[src/common/cpu_defines.svh]
`ifndef CPU_DEFINES_SVH
`define CPU_DEFINES_SVH

// first fetch address after reset
`define CPU_RESET_PC 32'h0000_0000

`define CPU_NUM_REGS 32  // general purpose registers

// all-zero word decodes as sll r0, r0, 0
`define CPU_NOP 32'h0000_0000

`endif
[src/common/cpu_pkg.sv]
`default_nettype none

`include "cpu_defines.svh"

package cpu_pkg;

    typedef logic [$clog2(`CPU_NUM_REGS)-1:0] reg_idx_t;

    typedef enum logic [5:0] {
        OP_SPECIAL = 6'h00,
        OP_BEQ     = 6'h04,
        OP_BNE     = 6'h05,
        OP_ADDIU   = 6'h09,
        OP_LUI     = 6'h0f,
        OP_LW      = 6'h23,
        OP_SW      = 6'h2b
    } opcode_e;

    typedef enum logic [5:0] {
        FN_ADDU = 6'h21,
        FN_SUBU = 6'h23,
        FN_AND  = 6'h24,
        FN_OR   = 6'h25,
        FN_SLT  = 6'h2a
    } funct_e;

    typedef enum logic [2:0] {
        ALU_ADD,
        ALU_SUB,
        ALU_AND,
        ALU_OR,
        ALU_SLT,
        ALU_LUI
    } alu_op_e;

    typedef enum logic [1:0] {
        BR_NONE,
        BR_EQ,
        BR_NE
    } branch_e;

    typedef struct packed {
        logic        valid;
        logic [31:0] pc;
        reg_idx_t    rs;
        reg_idx_t    rt;
        logic [31:0] rs_val;
        logic [31:0] rt_val;
        logic [31:0] imm;        // sign extended
        reg_idx_t    dest;
        alu_op_e     alu_op;
        logic        use_imm;
        logic        reg_write;
        logic        mem_read;
        logic        mem_write;
        branch_e     branch;
    } id_ex_t;

    typedef struct packed {
        logic        valid;
        logic [31:0] pc;
        logic [31:0] result;
        logic [31:0] store_data;
        reg_idx_t    dest;
        logic        reg_write;
        logic        mem_read;
        logic        mem_write;
    } ex_mem_t;

    // retirement record
    typedef struct packed {
        logic        valid;
        logic [31:0] pc;
        reg_idx_t    dest;
        logic        wen;
        logic [31:0] data;
    } wb_t;

endpackage

`default_nettype wire

[src/hdl/cpu_core.sv]
`timescale 1ns/1ps
`default_nettype none

module cpu_core (
    input  wire         clk,
    input  wire         rst_n_i,
    output logic        inst_sram_en_o,
    output logic [31:0] inst_sram_addr_o,
    input  wire  [31:0] inst_sram_rdata_i,
    output logic        data_sram_en_o,
    output logic [3:0]  data_sram_wen_o,
    output logic [31:0] data_sram_addr_o,
    output logic [31:0] data_sram_wdata_o,
    input  wire  [31:0] data_sram_rdata_i,
    output logic [31:0] debug_wb_pc_o,
    output logic [3:0]  debug_wb_rf_wen_o,
    output logic [4:0]  debug_wb_rf_wnum_o,
    output logic [31:0] debug_wb_rf_wdata_o
);

    import cpu_pkg::*;

    logic        stall;
    logic        redirect;
    logic [31:0] target;
    logic        if_valid;
    logic [31:0] if_pc;
    id_ex_t      id_ex;
    ex_mem_t     ex_mem;
    wb_t         wb;

    fetch_stage u_fetch (
        .clk              (clk),
        .rst_n_i          (rst_n_i),
        .stall_i          (stall),
        .redirect_i       (redirect),
        .target_i         (target),
        .inst_sram_en_o   (inst_sram_en_o),
        .inst_sram_addr_o (inst_sram_addr_o),
        .if_valid_o       (if_valid),
        .if_pc_o          (if_pc)
    );

    decode_stage u_decode (
        .clk        (clk),
        .rst_n_i    (rst_n_i),
        .instr_i    (inst_sram_rdata_i),
        .if_valid_i (if_valid),
        .if_pc_i    (if_pc),
        .redirect_i (redirect),
        .wb_i       (wb),
        .id_ex_o    (id_ex),
        .stall_o    (stall)
    );

    execute_stage u_execute (
        .clk        (clk),
        .rst_n_i    (rst_n_i),
        .id_ex_i    (id_ex),
        .wb_i       (wb),
        .ex_mem_o   (ex_mem),
        .redirect_o (redirect),
        .target_o   (target)
    );

    memory_wb_stage u_memory_wb (
        .clk               (clk),
        .rst_n_i           (rst_n_i),
        .ex_mem_i          (ex_mem),
        .data_sram_rdata_i (data_sram_rdata_i),
        .data_sram_en_o    (data_sram_en_o),
        .data_sram_wen_o   (data_sram_wen_o),
        .data_sram_addr_o  (data_sram_addr_o),
        .data_sram_wdata_o (data_sram_wdata_o),
        .wb_o              (wb)
    );

    assign debug_wb_pc_o       = wb.pc;
    assign debug_wb_rf_wen_o   = {4{wb.wen}};  // byte enables all follow the word write
    assign debug_wb_rf_wnum_o  = wb.dest;
    assign debug_wb_rf_wdata_o = wb.data;

endmodule

`default_nettype wire

[src/hdl/memory_wb_stage.sv]
`timescale 1ns/1ps
`default_nettype none

module memory_wb_stage (
    input  wire                clk,
    input  wire                rst_n_i,
    input  cpu_pkg::ex_mem_t   ex_mem_i,
    input  wire         [31:0] data_sram_rdata_i,
    output logic               data_sram_en_o,
    output logic        [3:0]  data_sram_wen_o,
    output logic        [31:0] data_sram_addr_o,
    output logic        [31:0] data_sram_wdata_o,
    output cpu_pkg::wb_t       wb_o
);

    import cpu_pkg::*;

    ex_mem_t mem_wb_q;

    // whole-word accesses only
    assign data_sram_en_o    = ex_mem_i.valid && (ex_mem_i.mem_read || ex_mem_i.mem_write);
    assign data_sram_wen_o   = {4{ex_mem_i.valid && ex_mem_i.mem_write}};
    assign data_sram_addr_o  = ex_mem_i.result;
    assign data_sram_wdata_o = ex_mem_i.store_data;

    always_ff @(posedge clk) begin
        if (!rst_n_i) begin
            mem_wb_q.valid <= 1'b0;
        end else begin
            mem_wb_q <= ex_mem_i;
        end
    end

    always_comb begin
        wb_o.valid = mem_wb_q.valid;
        wb_o.pc    = mem_wb_q.pc;
        wb_o.dest  = mem_wb_q.dest;
        wb_o.wen   = mem_wb_q.valid && mem_wb_q.reg_write && mem_wb_q.dest != '0;  // r0 dropped
        wb_o.data  = mem_wb_q.mem_read ? data_sram_rdata_i : mem_wb_q.result;
    end

    a_wen_needs_en: assert property (@(posedge clk) disable iff (!rst_n_i)
        data_sram_wen_o != 4'b0000 |-> data_sram_en_o)
        else $error("data sram write without enable");

endmodule

`default_nettype wire

[src/hdl/execute_stage.sv]
`timescale 1ns/1ps
`default_nettype none

module execute_stage (
    input  wire                clk,
    input  wire                rst_n_i,
    input  cpu_pkg::id_ex_t    id_ex_i,
    input  cpu_pkg::wb_t       wb_i,
    output cpu_pkg::ex_mem_t   ex_mem_o,
    output logic               redirect_o,
    output logic        [31:0] target_o
);

    import cpu_pkg::*;

    ex_mem_t     ex_mem_d;
    ex_mem_t     ex_mem_q;
    logic        mem_fwd_ok;
    logic        mem_hit_a;
    logic        mem_hit_b;
    logic        wb_hit_a;
    logic        wb_hit_b;
    logic [31:0] op_a;
    logic [31:0] op_b;   // rt value and store data
    logic [31:0] alu_b;
    logic [31:0] alu_y;
    logic        equal;

    // loads are resolved through the stall, never from this stage
    assign mem_fwd_ok = ex_mem_q.valid && ex_mem_q.reg_write && !ex_mem_q.mem_read &&
                        ex_mem_q.dest != '0;
    assign mem_hit_a  = mem_fwd_ok && ex_mem_q.dest == id_ex_i.rs;
    assign mem_hit_b  = mem_fwd_ok && ex_mem_q.dest == id_ex_i.rt;
    assign wb_hit_a   = wb_i.valid && wb_i.wen && wb_i.dest == id_ex_i.rs;
    assign wb_hit_b   = wb_i.valid && wb_i.wen && wb_i.dest == id_ex_i.rt;

    assign op_a  = mem_hit_a ? ex_mem_q.result : (wb_hit_a ? wb_i.data : id_ex_i.rs_val);
    assign op_b  = mem_hit_b ? ex_mem_q.result : (wb_hit_b ? wb_i.data : id_ex_i.rt_val);
    assign alu_b = id_ex_i.use_imm ? id_ex_i.imm : op_b;

    always_comb begin
        case (id_ex_i.alu_op)
            ALU_ADD: alu_y = op_a + alu_b;
            ALU_SUB: alu_y = op_a - alu_b;
            ALU_AND: alu_y = op_a & alu_b;
            ALU_OR:  alu_y = op_a | alu_b;
            ALU_SLT: alu_y = {31'd0, $signed(op_a) < $signed(alu_b)};
            ALU_LUI: alu_y = {alu_b[15:0], 16'd0};
            default: alu_y = 32'd0;
        endcase
    end

    assign equal      = (op_a == op_b);
    assign redirect_o = id_ex_i.valid &&
                        ((id_ex_i.branch == BR_EQ && equal) ||
                         (id_ex_i.branch == BR_NE && !equal));
    assign target_o   = id_ex_i.pc + 32'd4 + {id_ex_i.imm[29:0], 2'b00};

    always_comb begin
        ex_mem_d.valid      = id_ex_i.valid;
        ex_mem_d.pc         = id_ex_i.pc;
        ex_mem_d.result     = alu_y;
        ex_mem_d.store_data = op_b;
        ex_mem_d.dest       = id_ex_i.dest;
        ex_mem_d.reg_write  = id_ex_i.reg_write;
        ex_mem_d.mem_read   = id_ex_i.mem_read;
        ex_mem_d.mem_write  = id_ex_i.mem_write;
    end

    always_ff @(posedge clk) begin
        if (!rst_n_i) begin
            ex_mem_q.valid <= 1'b0;
        end else begin
            ex_mem_q <= ex_mem_d;
        end
    end

    assign ex_mem_o = ex_mem_q;

    // decode stalls every reader of a load result so a load never sits here beside one
    a_mem_fwd_not_load: assert property (@(posedge clk) disable iff (!rst_n_i)
        (ex_mem_q.valid && ex_mem_q.mem_read && ex_mem_q.dest != '0 && id_ex_i.valid &&
         id_ex_i.alu_op != ALU_LUI &&
         (id_ex_i.reg_write || id_ex_i.mem_write || id_ex_i.branch != BR_NONE))
        |-> (ex_mem_q.dest != id_ex_i.rs &&
             (ex_mem_q.dest != id_ex_i.rt || (id_ex_i.use_imm && !id_ex_i.mem_write))))
        else $error("memory stage forward picked a load result");

endmodule

`default_nettype wire

[src/hdl/decode_stage.sv]
`timescale 1ns/1ps
`default_nettype none

`include "cpu_defines.svh"

module decode_stage (
    input  wire                clk,
    input  wire                rst_n_i,
    input  wire         [31:0] instr_i,
    input  wire                if_valid_i,
    input  wire         [31:0] if_pc_i,
    input  wire                redirect_i,
    input  cpu_pkg::wb_t       wb_i,
    output cpu_pkg::id_ex_t    id_ex_o,
    output logic               stall_o
);

    import cpu_pkg::*;

    logic [31:0] rf [`CPU_NUM_REGS];
    logic [31:0] instr;
    reg_idx_t    rs;
    reg_idx_t    rt;
    reg_idx_t    rd;
    logic        use_rs;
    logic        use_rt;
    id_ex_t      id_ex_d;
    id_ex_t      id_ex_q;

    // register read with same-cycle writeback bypass
    function automatic logic [31:0] rf_read(input reg_idx_t idx);
        if (idx == '0) begin
            return 32'd0;
        end
        if (wb_i.valid && wb_i.wen && wb_i.dest == idx) begin
            return wb_i.data;
        end
        return rf[idx];
    endfunction

    assign instr = if_valid_i ? instr_i : `CPU_NOP;  // rdata may be stale
    assign rs    = instr[25:21];
    assign rt    = instr[20:16];
    assign rd    = instr[15:11];

    always_comb begin
        id_ex_d        = '0;
        use_rs         = 1'b0;
        use_rt         = 1'b0;
        id_ex_d.pc     = if_pc_i;
        id_ex_d.rs     = rs;
        id_ex_d.rt     = rt;
        id_ex_d.rs_val = rf_read(rs);
        id_ex_d.rt_val = rf_read(rt);
        id_ex_d.imm    = {{16{instr[15]}}, instr[15:0]};
        id_ex_d.dest   = rt;
        id_ex_d.alu_op = ALU_ADD;
        id_ex_d.branch = BR_NONE;
        case (opcode_e'(instr[31:26]))
            OP_SPECIAL: begin
                id_ex_d.dest      = rd;
                id_ex_d.reg_write = 1'b1;
                use_rs            = 1'b1;
                use_rt            = 1'b1;
                case (funct_e'(instr[5:0]))
                    FN_ADDU: id_ex_d.alu_op = ALU_ADD;
                    FN_SUBU: id_ex_d.alu_op = ALU_SUB;
                    FN_AND:  id_ex_d.alu_op = ALU_AND;
                    FN_OR:   id_ex_d.alu_op = ALU_OR;
                    FN_SLT:  id_ex_d.alu_op = ALU_SLT;
                    default: id_ex_d.reg_write = 1'b0;  // sll nop and the rest
                endcase
            end
            OP_ADDIU: begin
                id_ex_d.use_imm   = 1'b1;
                id_ex_d.reg_write = 1'b1;
                use_rs            = 1'b1;
            end
            OP_LUI: begin
                id_ex_d.alu_op    = ALU_LUI;
                id_ex_d.use_imm   = 1'b1;
                id_ex_d.reg_write = 1'b1;
            end
            OP_LW: begin
                id_ex_d.use_imm   = 1'b1;
                id_ex_d.reg_write = 1'b1;
                id_ex_d.mem_read  = 1'b1;
                use_rs            = 1'b1;
            end
            OP_SW: begin
                id_ex_d.use_imm   = 1'b1;
                id_ex_d.mem_write = 1'b1;
                use_rs            = 1'b1;
                use_rt            = 1'b1;
            end
            OP_BEQ, OP_BNE: begin
                id_ex_d.branch = (instr[26]) ? BR_NE : BR_EQ;
                use_rs         = 1'b1;
                use_rt         = 1'b1;
            end
            default: ;  // unknown opcode retires as a nop
        endcase
        id_ex_d.valid = if_valid_i && !redirect_i;
    end

    // load in execute feeding a source read now
    assign stall_o = if_valid_i && id_ex_q.valid && id_ex_q.mem_read &&
                     ((use_rs && rs == id_ex_q.dest) || (use_rt && rt == id_ex_q.dest));

    always_ff @(posedge clk) begin
        if (wb_i.valid && wb_i.wen) begin
            rf[wb_i.dest] <= wb_i.data;
        end
    end

    always_ff @(posedge clk) begin
        if (!rst_n_i) begin
            id_ex_q.valid <= 1'b0;
        end else begin
            id_ex_q       <= id_ex_d;
            id_ex_q.valid <= id_ex_d.valid && !stall_o;  // bubble carries valid low
        end
    end

    assign id_ex_o = id_ex_q;

    // a load and a branch cannot sit in execute together
    a_no_stall_and_flush: assert property (@(posedge clk) disable iff (!rst_n_i)
        !(stall_o && redirect_i && if_valid_i))
        else $error("stall and redirect on the same instruction at pc %h", if_pc_i);

endmodule

`default_nettype wire

[src/hdl/fetch_stage.sv]
`timescale 1ns/1ps
`default_nettype none

`include "cpu_defines.svh"

module fetch_stage (
    input  wire         clk,
    input  wire         rst_n_i,
    input  wire         stall_i,
    input  wire         redirect_i,
    input  wire  [31:0] target_i,
    output logic        inst_sram_en_o,
    output logic [31:0] inst_sram_addr_o,
    output logic        if_valid_o,
    output logic [31:0] if_pc_o
);

    logic [31:0] pc_q;
    logic        if_valid_q;
    logic [31:0] if_pc_q;

    // sram read is dropped on stall so rdata keeps the stalled word
    assign inst_sram_en_o   = !stall_i;
    assign inst_sram_addr_o = pc_q;

    always_ff @(posedge clk) begin
        if (!rst_n_i) begin
            pc_q       <= `CPU_RESET_PC;
            if_valid_q <= 1'b0;
        end else if (redirect_i) begin
            pc_q       <= target_i;
            if_valid_q <= 1'b0;  // word in flight is on the wrong path
        end else if (!stall_i) begin
            pc_q       <= pc_q + 32'd4;
            if_valid_q <= 1'b1;
        end
    end

    always_ff @(posedge clk) begin
        if (!stall_i) begin
            if_pc_q <= pc_q;  // lines up with rdata
        end
    end

    assign if_valid_o = if_valid_q;
    assign if_pc_o    = if_pc_q;

    a_fetch_aligned: assert property (@(posedge clk) disable iff (!rst_n_i)
        inst_sram_en_o |-> inst_sram_addr_o[1:0] == 2'b00)
        else $error("fetch address %h not word aligned", inst_sram_addr_o);

endmodule

`default_nettype wire

[config.mk]
export PLATFORM = sky130hd
export DESIGN_NAME = cpu_core
export DESIGN_NICKNAME = d
export VERILOG_FILES = /design/src/common/cpu_pkg.sv /design/src/hdl/cpu_core.sv /design/src/hdl/memory_wb_stage.sv /design/src/hdl/execute_stage.sv /design/src/hdl/decode_stage.sv /design/src/hdl/fetch_stage.sv
export VERILOG_INCLUDE_DIRS = /design/src /design/src/common
export SDC_FILE = /design/constraint.sdc
export NUM_CORES = 2
export LEC_CHECK = 0
export BUFFER_PORTS_ARGS = -buffer_cell sky130_fd_sc_hd__buf_2
export CAP_MARGIN = 10
export CORE_MARGIN = 2
export CORE_UTILIZATION = 61
export DETAILED_ROUTE_END_ITERATION = 6
export HOLD_SLACK_MARGIN = 0.03
export PLACE_DENSITY = 0.84
export SLEW_MARGIN = 5
export SYNTH_ARGS = -nofsm -noshare
export SYNTH_HDL_FRONTEND = slang
export SYNTH_HIERARCHICAL = 1
export SYNTH_SLANG_ARGS = --single-unit
[constraint.sdc]
create_clock -name clk -period 6.33 [get_ports clk]
set_input_delay 0.9495 -clock clk [delete_from_list [all_inputs] [get_ports clk]]
set_output_delay 0.9495 -clock clk [all_outputs]
set_load 0.01 [all_outputs]
==> flow_summary.json <==
{
  "status": "finished, violations left",
  "failed_checks": "DRC",
  "synth-main-ff-cell": "edfxtp_1",
  "p_per_area_nw_per_um2": 275,
  "h-tree-depth": 4,
  "drc": 9,
  "synth_top_family_by_area": "compound AO/OA/AOI/OAI gates",
  "endpoint_kind": "flip-flop",
  "synth_cell_types": 94,
  "path_max_fanout": 11,
  "gp_routability_congestion": 1.07,
  "antenna_found_initial": 16,
  "viasPerCell": 7.38,
  "dr.pass1.iters": 7,
  "grt-ovfl-total": 0,
  "hold_ws_ns": 0.406,
  "cts_hold_buf": 0,
  "wl_per_cell_um": 33.4,
  "root_buffer": "clkbuf_16",
  "synth-xor-area-share": 0.0154,
  "grt_usage": 0.401,
  "grt_pass1_wl_um": 358000,
  "p_clk_frac": 0.385,
  "worst_pin_slew_ns": 1.43,
  "min_path_type": "flip-flop to flip-flop",
  "syn_to_final_growth_pct": 9.84,
  "arrival_ns": 6.59,
  "vdd_drop_max_uv": 319,
  "clk_pin_slew_worst_paths_ns": 0.06,
  "synth-seq-cells": 1403,
  "synth_edf_count": 1367,
  "portBuffers": 240,
  "drv_slew": 0,
  "grt_max_degree": 132,
  "worstPathRequired_ns": 6.85,
  "synth_fa_ha_area_frac": 0.0297,
  "finalCritPeriodShare": 0.959,
  "final_common_cell": "edfxtp_1",
  "timing.max_cap.violations": 0,
  "wirelength_um": 253000,
  "clock_latency_ns": 0.81,
  "tns_ns": 0,
  "core_region_area_um2": 120000,
  "die_area_um2": 123000,
  "critPathLaunchType": "flip-flop",
  "cts_tree": "built",
  "clockBufferDepth": 3,
  "num_rows": 127,
  "fillers": 8183,
  "first_global_vias": 53637,
  "syn_area_per_cell_um2": 12.7,
  "power_frac_comb": 0.133,
  "yosys.area_share.simple": 0.0894,
  "timing.final.crit_period_ns": 6.07,
  "fmax_mhz": 165,
  "muxShareOfSynthArea": 0.114,
  "dp_hpwl_um": 159000,
  "finalSetupViolCount": 0,
  "numCtsBuffers": 144,
  "synth_area_um2": 73500,
  "drive_gt1_frac": 0.201,
  "die_w_um": 351,
  "numClockSinks": 1403,
  "layout_common_cells": "edfxtp_1 (1367), mux2_2 (383), nand2_1 (343)",
  "via_count": 55988,
  "seqPwrFrac": 0.481,
  "yosysSeqAreaShare": 0.568,
  "slew_headroom": 0.0438,
  "ant_nets": 0,
  "switching_share": 0.267,
  "ios": 241,
  "initial_core_util": 0.614,
  "synthesis.nets": 6050,
  "fin_skew_ns": 0.0461,
  "hold_violations": 0,
  "synth_compound_area_frac": 0.136,
  "nets": 6091,
  "yosys_warnings": 6,
  "worst-setup-path-type": "flip-flop to flip-flop",
  "synthCells": 5811,
  "synth-async-reset-ratio": 0,
  "dieHeight_um": 351,
  "intPower_mw": 16.3,
  "power_switching_mw": 5.92,
  "leakage_nw": 29.0,
  "drtIter0Drc": 10184
}
==> logic make-up after synthesis <==
| family | after synthesis |
|---|---|
| muxes | 705 |
| AOI/OAI and AO/OA | 1414 |
| DFF | 1403 |
| and+or+nand+nor | 1272 |
| adders and majority gates | 173 |
| buffers and inverters | 715 |
| xor gates and xnor gates | 129 |
==> final cells by class <==
cell class | count | area [um2] | area share
Clock buffer | 174 | 3760 | 0.0465
Multi-Input combinational cell | 3693 | 28600 | 0.354
Tap cell | 1612 | 2020 | 0.0250
Timing Repair Buffer | 454 | 3060 | 0.0379
Antenna cell | 5 | 12.5 | 0.000155
Inverter | 156 | 588 | 0.00728
Sequential cell | 1403 | 41800 | 0.517
Clock inverter | 88 | 950 | 0.0118
==> cells in the mapped netlist (13+ instances only) <==
cell type  count  area [um2]
a211o_1       37         324
a211oi_1     338        2540
a21o_1        22         165
a21oi_1      142         711
a221o_1       35         350
a22o_1        32         280
a22oi_1       40         300
a311oi_1      34         298
a31oi_1       15        93.8
a32o_1        32         320
and2_1        62         388
and3_1        77         482
and3b_1       34         298
buf_1         16        60.1
buf_2        165         826
buf_4        149        1120
clkbuf_1     216         811
dfxtp_1       36         721
edfxtp_1    1367       41000
ha_1         170        2130
inv_1        150         563
mux2_2       383        4310
mux2i_1      254        2540
mux4_2        66        1490
nand2_1      345        1290
nand2b_1      20         125
nand3_1       33         165
nand3b_1      15         113
nand4_1       23         144
nor2_1       224         841
nor2b_1      206        1290
nor3_1       119         596
nor4_1        52         325
o211ai_1      19         143
o21ai_0      243        1220
o21ai_1       13        65.1
o21bai_1      18         135
o221ai_1      80         701
o22a_1        35         307
o22ai_1      165        1030
o31ai_1       15         113
o32ai_1       35         307
xnor2_1       58         508
xor2_1        71         622
==> per-layer routing <==
metal  up-vias  track usage  part of all wire
li1      22554            -                 -
met3      1371        0.157              0.16
met2      5289        0.599              0.43
met1     26754        0.485              0.33
met4        20        0.260             0.079
met5         -       0.0137            0.0014
==> stage by stage <==
step	power (mW)	worst slack (ns)	std cells	utilization	cell area [um2]
global placement	13.6	0.225	7310	0.634	76000
detailed placement	13.7	0.138	7310	0.634	76000
global route	22.7	-0.00103	7581	0.674	80800
CTS	22.0	0.102	7572	0.674	80700
floorplan	12.6	0.649	5811	-	73500
finish	22.2	0.262	7585	0.674	80800
==> sequential cells by signal (all words and copies together) (netlist names) <==
register                  flops
u_decode/rf                1024
u_decode/id_ex_o            137
u_execute/ex_mem_o          105
u_memory_wb/wb_o             38
u_memory_wb/mem_wb_q         34
u_fetch/if_pc_o              32
u_fetch/inst_sram_addr_o     32
u_fetch/if_valid_o            1
==> critical path, stage by stage, from the launching register on <==
cell and delay (ns):
edfxtp_1 0.38, or3_1 0.38, o311a_1 0.31, and3_1 0.17, nand2_2 0.05, buf_4 0.22, buf_4 0.17, mux2i_1 0.07
o21ai_0 0.53, mux2i_1 0.23, buf_4 0.20, ha_1 0.26, or4_1 0.57, o211a_1 0.29, o211ai_1 0.25, a211oi_1 0.16
o2111ai_1 0.34, and2_1 0.20, nor2_1 0.05, o221ai_1 0.30, mux2i_1 0.23, o22ai_1 0.10, or3_1 0.36
==> worst paths after layout <==
kind	start	to	slack (ns)	cells past startpoint
max	u_memory_wb/wb_o[34]	u_execute/ex_mem_o[65]	0.26	22
min	u_execute/ex_mem_o[86]	u_memory_wb/wb_o[52]	0.41	0
max reg2reg	u_memory_wb/wb_o[34]	u_execute/ex_mem_o[65]	0.26	22
min reg2reg	u_execute/ex_mem_o[86]	u_memory_wb/wb_o[52]	0.41	0
==> power by group through the flow <==
stage	logic [mW]	registers [mW]	clock network, mW
final	2.96	10.7	8.56
after global routing	3.07	10.7	8.90
after CTS	2.82	10.7	8.55
after detailed placement	2.79	10.9	0
after global placement	2.75	10.9	0
after floorplan	1.83	10.8	0
==> timing repair <==
action                     in CTS  in global routing
setup buffers                   0                  8
resized for setup               0                  9
hold endpoints to repair        0                  0
setup endpoints to repair       0                 14
Note: power is estimated with default switching activity, not from simulation.
